**src/rtl/link_pkg.sv**
```systemverilog
`default_nettype none

package link_pkg;

	//////////////////////////////////////////////////////////////////////
	// core word geometry
	//////////////////////////////////////////////////////////////////////

	localparam int code_w = 8; // code part, sent first
	localparam int data_w = 24;
	localparam int word_w = code_w + data_w; // 32 bit core word
	localparam int pad_w = 2; // top code bits, always zero, never routed
	localparam int routed_w = word_w - pad_w; // 30 bits actually cross the link

	//////////////////////////////////////////////////////////////////////
	// flit geometry
	//////////////////////////////////////////////////////////////////////

	localparam int field_w = 10; // flit payload field
	localparam int route_w = 10; // header field is the route
	localparam int flits_per_word = routed_w / field_w; // 3 data flits per word

	// slice positions in the routed part, high slice travels first
	localparam int part0_lsb = (flits_per_word - 1) * field_w; // bits 29:20
	localparam int part1_lsb = (flits_per_word - 2) * field_w; // bits 19:10
	localparam int part2_lsb = 0; // bits 9:0

	localparam int fifo_depth = 8; // link buffer entries

	typedef struct packed {
		logic tail; // set only on the last flit of a packet
		logic [field_w-1:0] field; // route on a header, word slice otherwise
	} flit_t; // 11 bits on the link

endpackage

`default_nettype wire

```
**src/rtl/flit_fifo.sv**
```systemverilog
`timescale 1ns/1ns
`default_nettype none

// valid/ready circular buffer, stands in for the router queue
module flit_fifo #(
	parameter type payload_t = logic [7:0]
) (
	input wire logic clk,
	input wire logic reset, // sync, active low
	input wire logic wr_valid,
	input wire payload_t wr_data,
	input wire logic rd_ready,
	output logic wr_ready,
	output logic rd_valid,
	output payload_t rd_data
);

	import link_pkg::*;

	localparam int ptr_w = $clog2(fifo_depth);
	localparam int cnt_w = $clog2(fifo_depth + 1); // must hold the full value

	payload_t mem [fifo_depth]; // storage, no reset

	logic [ptr_w-1:0] wr_ptr;
	logic [ptr_w-1:0] rd_ptr;
	logic [cnt_w-1:0] count; // occupancy
	logic do_push;
	logic do_pop;

	assign wr_ready = (count != cnt_w'(fifo_depth)); // low only when full
	assign rd_valid = (count != '0);
	assign rd_data = mem[rd_ptr]; // head entry straight from storage
	assign do_push = wr_valid && wr_ready;
	assign do_pop = rd_valid && rd_ready;

	//////////////////////////////////////////////////////////////////////
	// pointers and count
	//////////////////////////////////////////////////////////////////////

	always_ff @(posedge clk) begin
		if (!reset) begin
			wr_ptr <= '0;
			rd_ptr <= '0;
			count <= '0;
		end else begin
			if (do_push) begin
				wr_ptr <= (wr_ptr == ptr_w'(fifo_depth - 1)) ? '0 : wr_ptr + 1'b1; // wrap
			end
			if (do_pop) begin
				rd_ptr <= (rd_ptr == ptr_w'(fifo_depth - 1)) ? '0 : rd_ptr + 1'b1;
			end
			case ({do_push, do_pop})
				2'b10: count <= count + 1'b1;
				2'b01: count <= count - 1'b1;
				default: ; // both or neither, occupancy unchanged
			endcase
		end
	end

	// write lands on the edge, visible at the head from the next cycle
	always_ff @(posedge clk) begin
		if (do_push) begin
			mem[wr_ptr] <= wr_data;
		end
	end

	//////////////////////////////////////////////////////////////////////
	// checks
	//////////////////////////////////////////////////////////////////////

	a_no_overflow: assert property (@(posedge clk) disable iff (!reset)
		count <= cnt_w'(fifo_depth));

	// occupancy tracks the pointer gap, a pop past empty would break it
	a_ptr_count: assert property (@(posedge clk) disable iff (!reset)
		(count % fifo_depth) == ((wr_ptr + fifo_depth - rd_ptr) % fifo_depth));

endmodule

`default_nettype wire

```
**src/rtl/flit_packetizer.sv**
```systemverilog
`timescale 1ns/1ns
`default_nettype none

// splits core words into a header flit plus three data flits per word
module flit_packetizer (
	input wire logic clk,
	input wire logic reset, // sync, active low
	input wire logic in_valid,
	input wire logic [link_pkg::word_w-1:0] in_word,
	input wire logic [link_pkg::route_w-1:0] in_route, // used on first word only
	input wire logic in_last, // final word of the packet
	input wire logic flit_ready,
	output logic in_ready,
	output logic flit_valid,
	output link_pkg::flit_t flit
);

	import link_pkg::*;

	typedef enum logic [2:0] {
		st_idle,
		st_header,
		st_data0,
		st_data1,
		st_data2
	} state_t;

	state_t state;

	logic [routed_w-1:0] word_q; // routed part only, pad bits dropped
	logic [route_w-1:0] route_q;
	logic last_q; // current word closes the packet
	logic first_q; // next accepted word opens a packet
	logic take; // word handshake
	logic send; // flit handshake

	assign take = in_valid && in_ready;
	assign send = flit_valid && flit_ready;

	//////////////////////////////////////////////////////////////////////
	// control
	//////////////////////////////////////////////////////////////////////

	always_ff @(posedge clk) begin
		if (!reset) begin
			state <= st_idle;
			first_q <= 1'b1; // first word after reset opens a packet
		end else begin
			case (state)
				st_idle: begin
					if (take) begin
						state <= first_q ? st_header : st_data0; // header once per packet
					end
				end
				st_header: if (send) state <= st_data0;
				st_data0: if (send) state <= st_data1;
				st_data1: if (send) state <= st_data2;
				st_data2: begin
					if (send) begin
						state <= st_idle;
						first_q <= last_q; // a closed packet means the next word opens one
					end
				end
				default: state <= st_idle;
			endcase
		end
	end

	// word, route and last flag captured on acceptance
	always_ff @(posedge clk) begin
		if (take) begin
			word_q <= in_word[routed_w-1:0];
			last_q <= in_last;
			if (first_q) begin
				route_q <= in_route; // route is only sampled on the packet's first word
			end
		end
	end

	//////////////////////////////////////////////////////////////////////
	// flit output, pure decode of registers so a stall holds it
	//////////////////////////////////////////////////////////////////////

	always_comb begin
		in_ready = 1'b0;
		flit_valid = 1'b0;
		flit = '0;
		case (state)
			st_idle: in_ready = 1'b1; // only idle between words
			st_header: begin
				flit_valid = 1'b1;
				flit.field = route_q; // tail stays 0 on a header
			end
			st_data0: begin
				flit_valid = 1'b1;
				flit.field = word_q[part0_lsb +: field_w]; // high slice
			end
			st_data1: begin
				flit_valid = 1'b1;
				flit.field = word_q[part1_lsb +: field_w];
			end
			st_data2: begin
				flit_valid = 1'b1;
				flit.field = word_q[part2_lsb +: field_w]; // low slice
				flit.tail = last_q; // marks end of packet
			end
			default: ;
		endcase
	end

	//////////////////////////////////////////////////////////////////////
	// checks
	//////////////////////////////////////////////////////////////////////

	// source must never hand over a word with the unrouted code bits set
	a_pad_zero: assert property (@(posedge clk) disable iff (!reset)
		in_valid |-> in_word[word_w-1 -: pad_w] == '0);

	// a stalled flit is held for the buffer
	a_flit_hold: assert property (@(posedge clk) disable iff (!reset)
		flit_valid && !flit_ready |=> flit_valid && $stable(flit));

endmodule

`default_nettype wire

```
**src/rtl/word_deserializer.sv**
```systemverilog
`timescale 1ns/1ns
`default_nettype none

// reassembles data flits into core words, keeps the header route
module word_deserializer (
	input wire logic clk,
	input wire logic reset, // sync, active low
	input wire logic link_valid,
	input wire link_pkg::flit_t link_flit,
	input wire logic out_ready,
	output logic link_ready,
	output logic out_valid,
	output logic [link_pkg::word_w-1:0] out_word, // top pad bits always zero
	output logic [link_pkg::route_w-1:0] out_route,
	output logic out_last
);

	import link_pkg::*;

	typedef enum logic [2:0] {
		st_header, // waiting for the packet's header flit
		st_part0,
		st_part1,
		st_part2,
		st_hold // full word presented to the core
	} state_t;

	state_t state;

	logic [routed_w-1:0] word_q; // 30 routed bits
	logic [route_w-1:0] route_q;
	logic last_q; // tail bit seen on the third flit
	logic accept; // flit handshake
	logic done; // word handshake

	assign link_ready = (state != st_hold); // one flit per cycle while collecting
	assign out_valid = (state == st_hold);
	assign accept = link_valid && link_ready;
	assign done = out_valid && out_ready;

	assign out_word = {{pad_w{1'b0}}, word_q}; // unrouted code bits put back as zero
	assign out_route = route_q;
	assign out_last = last_q;

	//////////////////////////////////////////////////////////////////////
	// control
	//////////////////////////////////////////////////////////////////////

	always_ff @(posedge clk) begin
		if (!reset) begin
			state <= st_header; // a packet always starts with its header
		end else begin
			case (state)
				st_header: if (accept) state <= st_part0;
				st_part0: if (accept) state <= st_part1;
				st_part1: if (accept) state <= st_part2;
				st_part2: if (accept) state <= st_hold;
				st_hold: begin
					if (done) begin
						// tail decides what the next flit is
						state <= last_q ? st_header : st_part0;
					end
				end
				default: state <= st_header;
			endcase
		end
	end

	//////////////////////////////////////////////////////////////////////
	// payload capture
	//////////////////////////////////////////////////////////////////////

	always_ff @(posedge clk) begin
		if (accept) begin
			case (state)
				st_header: route_q <= link_flit.field; // header carries only the route
				st_part0: word_q[part0_lsb +: field_w] <= link_flit.field; // high slice first
				st_part1: word_q[part1_lsb +: field_w] <= link_flit.field;
				st_part2: begin
					word_q[part2_lsb +: field_w] <= link_flit.field;
					last_q <= link_flit.tail; // only the third flit's tail counts
				end
				default: ;
			endcase
		end
	end

	//////////////////////////////////////////////////////////////////////
	// checks
	//////////////////////////////////////////////////////////////////////

	// core side sees a steady word until it takes it
	a_out_hold: assert property (@(posedge clk) disable iff (!reset)
		out_valid && !out_ready |=> out_valid && $stable(out_word)
			&& $stable(out_route) && $stable(out_last));

endmodule

`default_nettype wire

```
**src/rtl/link_top.sv**
```systemverilog
`timescale 1ns/1ns
`default_nettype none

// core words in, flits over the buffered link, core words out
module link_top (
	input wire logic clk,
	input wire logic reset, // sync, active low
	input wire logic in_valid,
	input wire logic [link_pkg::word_w-1:0] in_word,
	input wire logic [link_pkg::route_w-1:0] in_route,
	input wire logic in_last,
	input wire logic out_ready,
	output logic in_ready,
	output logic out_valid,
	output logic [link_pkg::word_w-1:0] out_word,
	output logic [link_pkg::route_w-1:0] out_route,
	output logic out_last
);

	import link_pkg::*;

	//////////////////////////////////////////////////////////////////////
	// link wires
	//////////////////////////////////////////////////////////////////////

	logic flit_valid; // producer side
	logic flit_ready;
	flit_t flit;

	logic link_valid; // consumer side
	logic link_ready;
	flit_t link_flit;

	flit_packetizer i_packetizer (
		.clk(clk),
		.reset(reset),
		.in_valid(in_valid),
		.in_word(in_word),
		.in_route(in_route),
		.in_last(in_last),
		.flit_ready(flit_ready),
		.in_ready(in_ready),
		.flit_valid(flit_valid),
		.flit(flit)
	);

	// router queue stand-in
	flit_fifo #(
		.payload_t(flit_t)
	) i_fifo (
		.clk(clk),
		.reset(reset),
		.wr_valid(flit_valid),
		.wr_data(flit),
		.rd_ready(link_ready),
		.wr_ready(flit_ready),
		.rd_valid(link_valid),
		.rd_data(link_flit)
	);

	word_deserializer i_deserializer (
		.clk(clk),
		.reset(reset),
		.link_valid(link_valid),
		.link_flit(link_flit),
		.out_ready(out_ready),
		.link_ready(link_ready),
		.out_valid(out_valid),
		.out_word(out_word),
		.out_route(out_route),
		.out_last(out_last)
	);

endmodule

`default_nettype wire

```
**config.mk**
```make
export PLATFORM = sky130hd
export DESIGN_NAME = link_top
export DESIGN_NICKNAME = d
export VERILOG_FILES = /design/src/rtl/link_pkg.sv /design/src/rtl/flit_fifo.sv /design/src/rtl/flit_packetizer.sv /design/src/rtl/word_deserializer.sv /design/src/rtl/link_top.sv
export SDC_FILE = /design/constraint.sdc
export NUM_CORES = 1
export LEC_CHECK = 0
export BUFFER_PORTS_ARGS = -buffer_cell sky130_fd_sc_hd__buf_2
export CORE_UTILIZATION = 45
export DETAILED_ROUTE_END_ITERATION = 8
export GPL_ROUTABILITY_DRIVEN = 0
export SLEW_MARGIN = 5
export SYNTH_ARGS = -nofsm -noshare
export SYNTH_HDL_FRONTEND = slang
export SYNTH_HIERARCHICAL = 1
export SYNTH_SLANG_ARGS = --single-unit
```
**constraint.sdc**
```tcl
create_clock -name clk -period 4.6 [get_ports clk]
set_input_delay 1.38 -clock clk [delete_from_list [all_inputs] [get_ports clk]]
set_output_delay 1.38 -clock clk [all_outputs]
set_load 0.02 [all_outputs]
```
* Yosys cells after proc, flatten, opt, wreduce, memory -nomap -nowiden *
Memory sizes are Yosys's and may differ from the RTL's. A register that Yosys moved wholly into a read port is not among the register bits.
Cells that the tools add are included.
W data, S select, Z words.

word-level totals
  flip-flop bits (word level) = 99
  RAM bits = 88
  bits of input ports = 47
  output and inout port bits = 45
  logic and storage cells = 85
  memories kept = 1

operators by class
  $add $sub $neg = 4
  equality and inequality tests = 24
  multiplexer cells = 25
  reduce and logical (&&, ||, !) cells = 17

memory list
  memory      words  bits a word  read ports  clocked after Yosys merged registers in  wr ports  RTL line         RTL
  i_fifo.mem  8      11           1           1                                        1         flit_fifo.sv:23  payload_t mem [fifo_depth];

operator list
  kind                   number
  $mux W3                14
  $pmux W10 S4           1
  $pmux W3 S5            2
  $eq A3 B2 Y1 const B   4
  $eq A3 B3 Y1 const B   4
  $reduce_and A2 Y1      6
  $ne A2 B1 Y1 const B   5
  $ne A2 B2 Y1 const B   5
  $reduce_and A5 Y1      2
  $pmux W4 S2            1
  $add A3 B1 Y3 const B  2
  $eq A3 B1 Y1 const B   2
  $logic_not A3 Y1       2
  $mux W1                6
  $add A4 B1 Y4 const B  1
  $logic_and A1 B1 Y1    4
  $ne A4 B4 Y1 const B   1
  $reduce_bool A4 Y1     1
  $reduce_or A4 Y1       1
  $sub A4 B1 Y4 const B  1
  $ne A3 B3 Y1 const B   1
  $eq A2 B1 Y1 const B   1
  $eq A2 B2 Y1 const B   1
  $mux W2                1
  $reduce_bool A2 Y1     1

* Depth between registers and ports, before layout *
  depth in word-level cells = 6
  depth in mapped cells = 12
  depth with buffers taken out = 11

* Cells and area by module *
The synthesis kept the hierarchy.

by module, submodules not included
  module             times used  cells an instance  area each (um^2)  seq. area each (um^2)
  flit_fifo          1           203                4021.4            2902.8
  flit_packetizer    1           117                1939.4            1311.3
  word_deserializer  1           65                 1450.1            1291.2

* Least setup slack after synthesis *
OpenSTA, ideal clock, no wires.

  path type = flip-flop to flip-flop
  start = register i_packetizer.state[1]
  end = memory i_fifo/mem[0][0] (netlist bit) (enable)
  library setup time = 408 ps
  arrival = 2276 ps
  data required time = 4192 ps
  path slack = 1916 ps
  cell stages (with the launch flop) = 6
  buffers on the path = 1
  clock period less this slack = 2684 ps
  cell sequence = dfxtp_1 buf_2 nor2_1 xnor2_1 nand2_8 nor4_1

between the ends
  cells in the longest elaborated chain, start to end = 6
  elaborated cells between the ends (all ways) = 9
  those cells by class = eq/ne: 4; mux: 3; reduce/logical: 2

ends and longest elaborated chain
  element                                     RTL line               RTL
  start, declared                             flit_packetizer.sv:28  state_t state;
  start signal, assigned                      flit_packetizer.sv:46  state <= st_idle;
  start signal, assigned                      flit_packetizer.sv:52  state <= first_q ? st_header : st_data0;
  start signal, assigned                      flit_packetizer.sv:55  st_header: if (send) state <= st_data0;
  $eq A3 B1 Y1, or another cell as far along  flit_packetizer.sv:88  case (state)
  $reduce_or A4 Y1 (no line) *                -
  $mux W1 *                                   flit_packetizer.sv:88
  named net flit_valid                        link_top.sv:26         logic flit_valid;
  $logic_and A1 B1 Y1 *                       flit_fifo.sv:34        assign do_push = wr_valid && wr_ready;
  $mux W1 *                                   flit_fifo.sv:63        if (do_push) begin
  $mux W1 (not written as such) *             flit_fifo.sv:64        mem[wr_ptr] <= wr_data;
  end, declared                               flit_fifo.sv:23

The timed path passes the listed nets; every way through them passes the cells marked *.

* Worst setup path after layout *
  start = register i_packetizer.state[0]
  end = register i_fifo.count[2]

between the ends
  cells in the longest elaborated chain, start to end = 6
  elaborated cells between the ends (all ways) = 11
  those cells by class = eq/ne: 6; mux: 2; reduce/logical: 3

ends and longest elaborated chain
  element                                            RTL line               RTL
  $eq A3 B1 Y1, or another cell as far along         flit_packetizer.sv:88
  $reduce_or A4 Y1 (no line) *                       -
  $mux W1 *                                          flit_packetizer.sv:88
  named net flit_valid                               link_top.sv:26
  $logic_and A1 B1 Y1 *                              flit_fifo.sv:34
  $eq A2 B1 Y1 or $eq A2 B2 Y1 (tied branches)       flit_fifo.sv:53        case ({do_push, do_pop})
  $pmux W4 S2 or $reduce_bool A2 Y1 (tied branches)  -
  end signal, assigned                               flit_fifo.sv:54        2'b10: count <= count + 1'b1;
  end signal, assigned                               flit_fifo.sv:55        2'b01: count <= count - 1'b1;
  end, declared                                      flit_fifo.sv:27        logic [cnt_w-1:0] count;

Marks and branches as above.
A chain may end at the register's enable or synchronous reset.

==> flow_metrics.tcl <==
set metrics [dict create \
    cts.sinks 190 \
    dr.pass1.iters 4 \
    p_leak_uw 0.00295 \
    worst_pin_slew_ps 1190 \
    nets 539 \
    crit_required_ps 4950 \
    root_buffer "clkbuf_16" \
    finClkSkew_ps 6.62 \
    synth-compound-area-share_pct 3.16 \
    cp.arrival_ps 3230 \
    fin_cells 714 \
    vias 3651 \
    area_growth_pct 17.1 \
    die-height_um 130 \
    track_usage_pct 15.3 \
    num_rows 46 \
    cp_max_fo 40 \
    dp_hpwl_mm 7.58 \
    yosys.area_share.xor_xnor_pct 0.591 \
    finalHoldViolations 0 \
    end_kind "flip-flop" \
    n_antenna_cell 0 \
    ys_ff_latch 190 \
    drv_slew 0 \
    reg2reg_slack_ps 1720 \
    synth_simple_gate_area_share_pct 8.69 \
    place_inst 682 \
    yosysTopAreaCellShare_pct 68.9 \
    grt_pass1_vias 3544 \
    hold_ws_ps 488 \
    period_share_pct 62.6 \
    antenna_found_initial 0 \
    final_common_cell "edfxtp_1" \
    start_kind "flip-flop" \
    p_per_area_nw_per_um2 607 \
    endpoint "i_fifo/count[2]" \
    clk_pin_slew_worst_paths_ps 60 \
    rsz0062_at_grt "no" \
    synth_adder_area_share_pct 1.18 \
    drv_cap 0 \
    port_buffers 87 \
    setup_viol 0 \
    yosys_warnings 6 \
    stdcell_area_um2 8670 \
    reg2reg_to "i_fifo/count[2]" \
    grt_max_degree 41 \
    fmax_ghz 0.347 \
    critPathLaunch "i_packetizer/state[0]" \
    hold_path_class "reg -> reg" \
    drc 0 \
    core_area_um2 16000 \
    wl_per_cell_um 16.5 \
    die-area_um2 17000 \
    drtIter0Drc 115 \
    synth.largest_area_cell "edfxtp_1" \
    post_cts_resized 0 \
    synth_area_per_cell_um2 19.2 \
    worst-setup-path-type "reg -> reg" \
    grt_pass1_wl_mm 18.6 \
    synthFlopType "edfxtp_1" \
    relSlewSlack_pct 20.4 \
    cts_tree "built" \
    final_cell_mix "edfxtp_1 (170), buf_2 (87), mux4_2 (22)" \
    synth_edf_count 170 \
    syn_area_um2 7410 \
    start_util_pct 46.3 \
    wl_mm 11.8 \
    async_reset_ff_share_pct 0 \
    clk_latency_ps 420 \
    die_width_um 130 \
    placed_area_um2 8100 \
    antenna_left 0 \
    fin_util_pct 54.2 \
    irDropWorstVdd_mv 0.284 \
    netlist_instances 385 \
    finalSetupTns_ps 0 \
    reg2reg_depth 11 \
    synthMuxAreaShare_pct 10.1 \
    synth.top_cells.by_area "edfxtp_1 (69%), mux4_2 (6.7%), dfxtp_1 (5.4%)" \
    io_pins 92 \
    numCtsBuffers 17 \
    htree_levels 4 \
    cts_buffer_depth 2 \
    fin_crit_ps 2880 \
    viasPerCell 5.11 \
    yosysSeqAreaShare_pct 74.3 \
    cts_hold_buf 0 \
    cts_setup_buffers 0 \
    status "complete, no violations" \
    drive_gt1_share_pct 34.9 \
    grt_overflow 0 \
    yosysUniqueCellTypes 52 \
    rr_startpoint "i_packetizer/state[0]" \
    synth_top_family_by_area "multiplexers" \
]
==> how the worst min path moves through the flow <==
stage / cells after the start / to / slack [ps] / startpoint
2_1_floorplan: 2 / i_fifo/count[3] / 450 / i_fifo/count[3]
3_3_place_gp: 2 / i_fifo/count[3] / 470 / i_fifo/count[3]
3_5_place_dp: 2 / i_fifo/count[3] / 480 / i_fifo/count[3]
4_1_cts: 2 / i_fifo/count[3] / 490 / i_fifo/count[3]
5_1_grt: 2 / i_fifo/rd_ptr[1] / 520 / i_fifo/rd_ptr[1]
6_report: 2 / i_fifo/count[3] / 490 / i_fifo/count[3]
==> worst max-delay path, stage by stage, from the launching register on <==
cell and delay (ps):
dfxtp_1 310, buf_4 370, nor2_1 120, xnor2_1 520, nand2_8 140, ha_1 320, xor2_1 170, ha_1 180
a21oi_1 140, xor2_1 90, or3_1 300, a21boi_0 160
==> per-stage QoR <==
stage                     power, uW  worst slack, ps
final                          5270             1720
after global routing           5550             1430
after CTS                      5330             1710
after detailed placement       3920             1710
after global placement         3880             1760
after floorplan                3550             1920
==> area by class of cell <==
type	instances	area (um^2)
Clock buffer	19	433
Timing Repair Buffer	100	533
Multi-Input combinational cell	175	1790
Clock inverter	13	141
Fill cell	1313	7330
Tap cell	216	270
Sequential cell	190	5510
Inverter	1	3.75
==> cell usage after synthesis (all sizes together) (5+ instances only) <==
| library cell | n |
|---|---|
| nand4bb | 20 |
| mux4 | 22 |
| nand2b | 7 |
| nand3 | 5 |
| clkbuf | 5 |
| nand2 | 12 |
| edfxtp | 170 |
| ha | 7 |
| a21oi | 6 |
| mux2 | 11 |
| nor3 | 6 |
| buf | 14 |
| mux2i | 13 |
| nor2 | 5 |
| o211ai | 10 |
| dfxtp | 20 |
| a21boi | 8 |
==> state kept, by name, indices dropped and copies added (netlist names), 3 cells and up, named ones only <==
register,count
i_deserializer/out_route,10
i_deserializer/state,3
i_deserializer/word_q,30
i_fifo/count,4
i_fifo/mem,88
i_fifo/rd_ptr,3
i_fifo/wr_ptr,3
i_packetizer/route_q,10
i_packetizer/state,3
i_packetizer/word_q,30
==> cells by family after synthesis <==
group                      count (synthesis)
adders and majority gates                  7
DFF                                      190
other                                      1
and+or+nand+nor                           84
AOI/OAI and AO/OA                         31
xor gates and xnor gates                   5
buffers and inverters                     21
muxes                                     46
==> power by group <==
group          total, uW  leakage (uW)  internal (uW)  switching, uW
clock network       1410      0.000273            801            604
logic               1350      0.000937            569            776
registers           2520       0.00174           2370            142
total               5270       0.00295           3750           1520
==> per-layer routing <==
layer	up-vias	GRT usage, %	routed length (um)
li1	1755	-	-
met1	1786	19.3	5480
met2	101	24.6	5630
met3	9	4.14	511
met4	0	7.30	149
met5	-	0	0
Note: power is estimated with default switching activity, not from simulation.
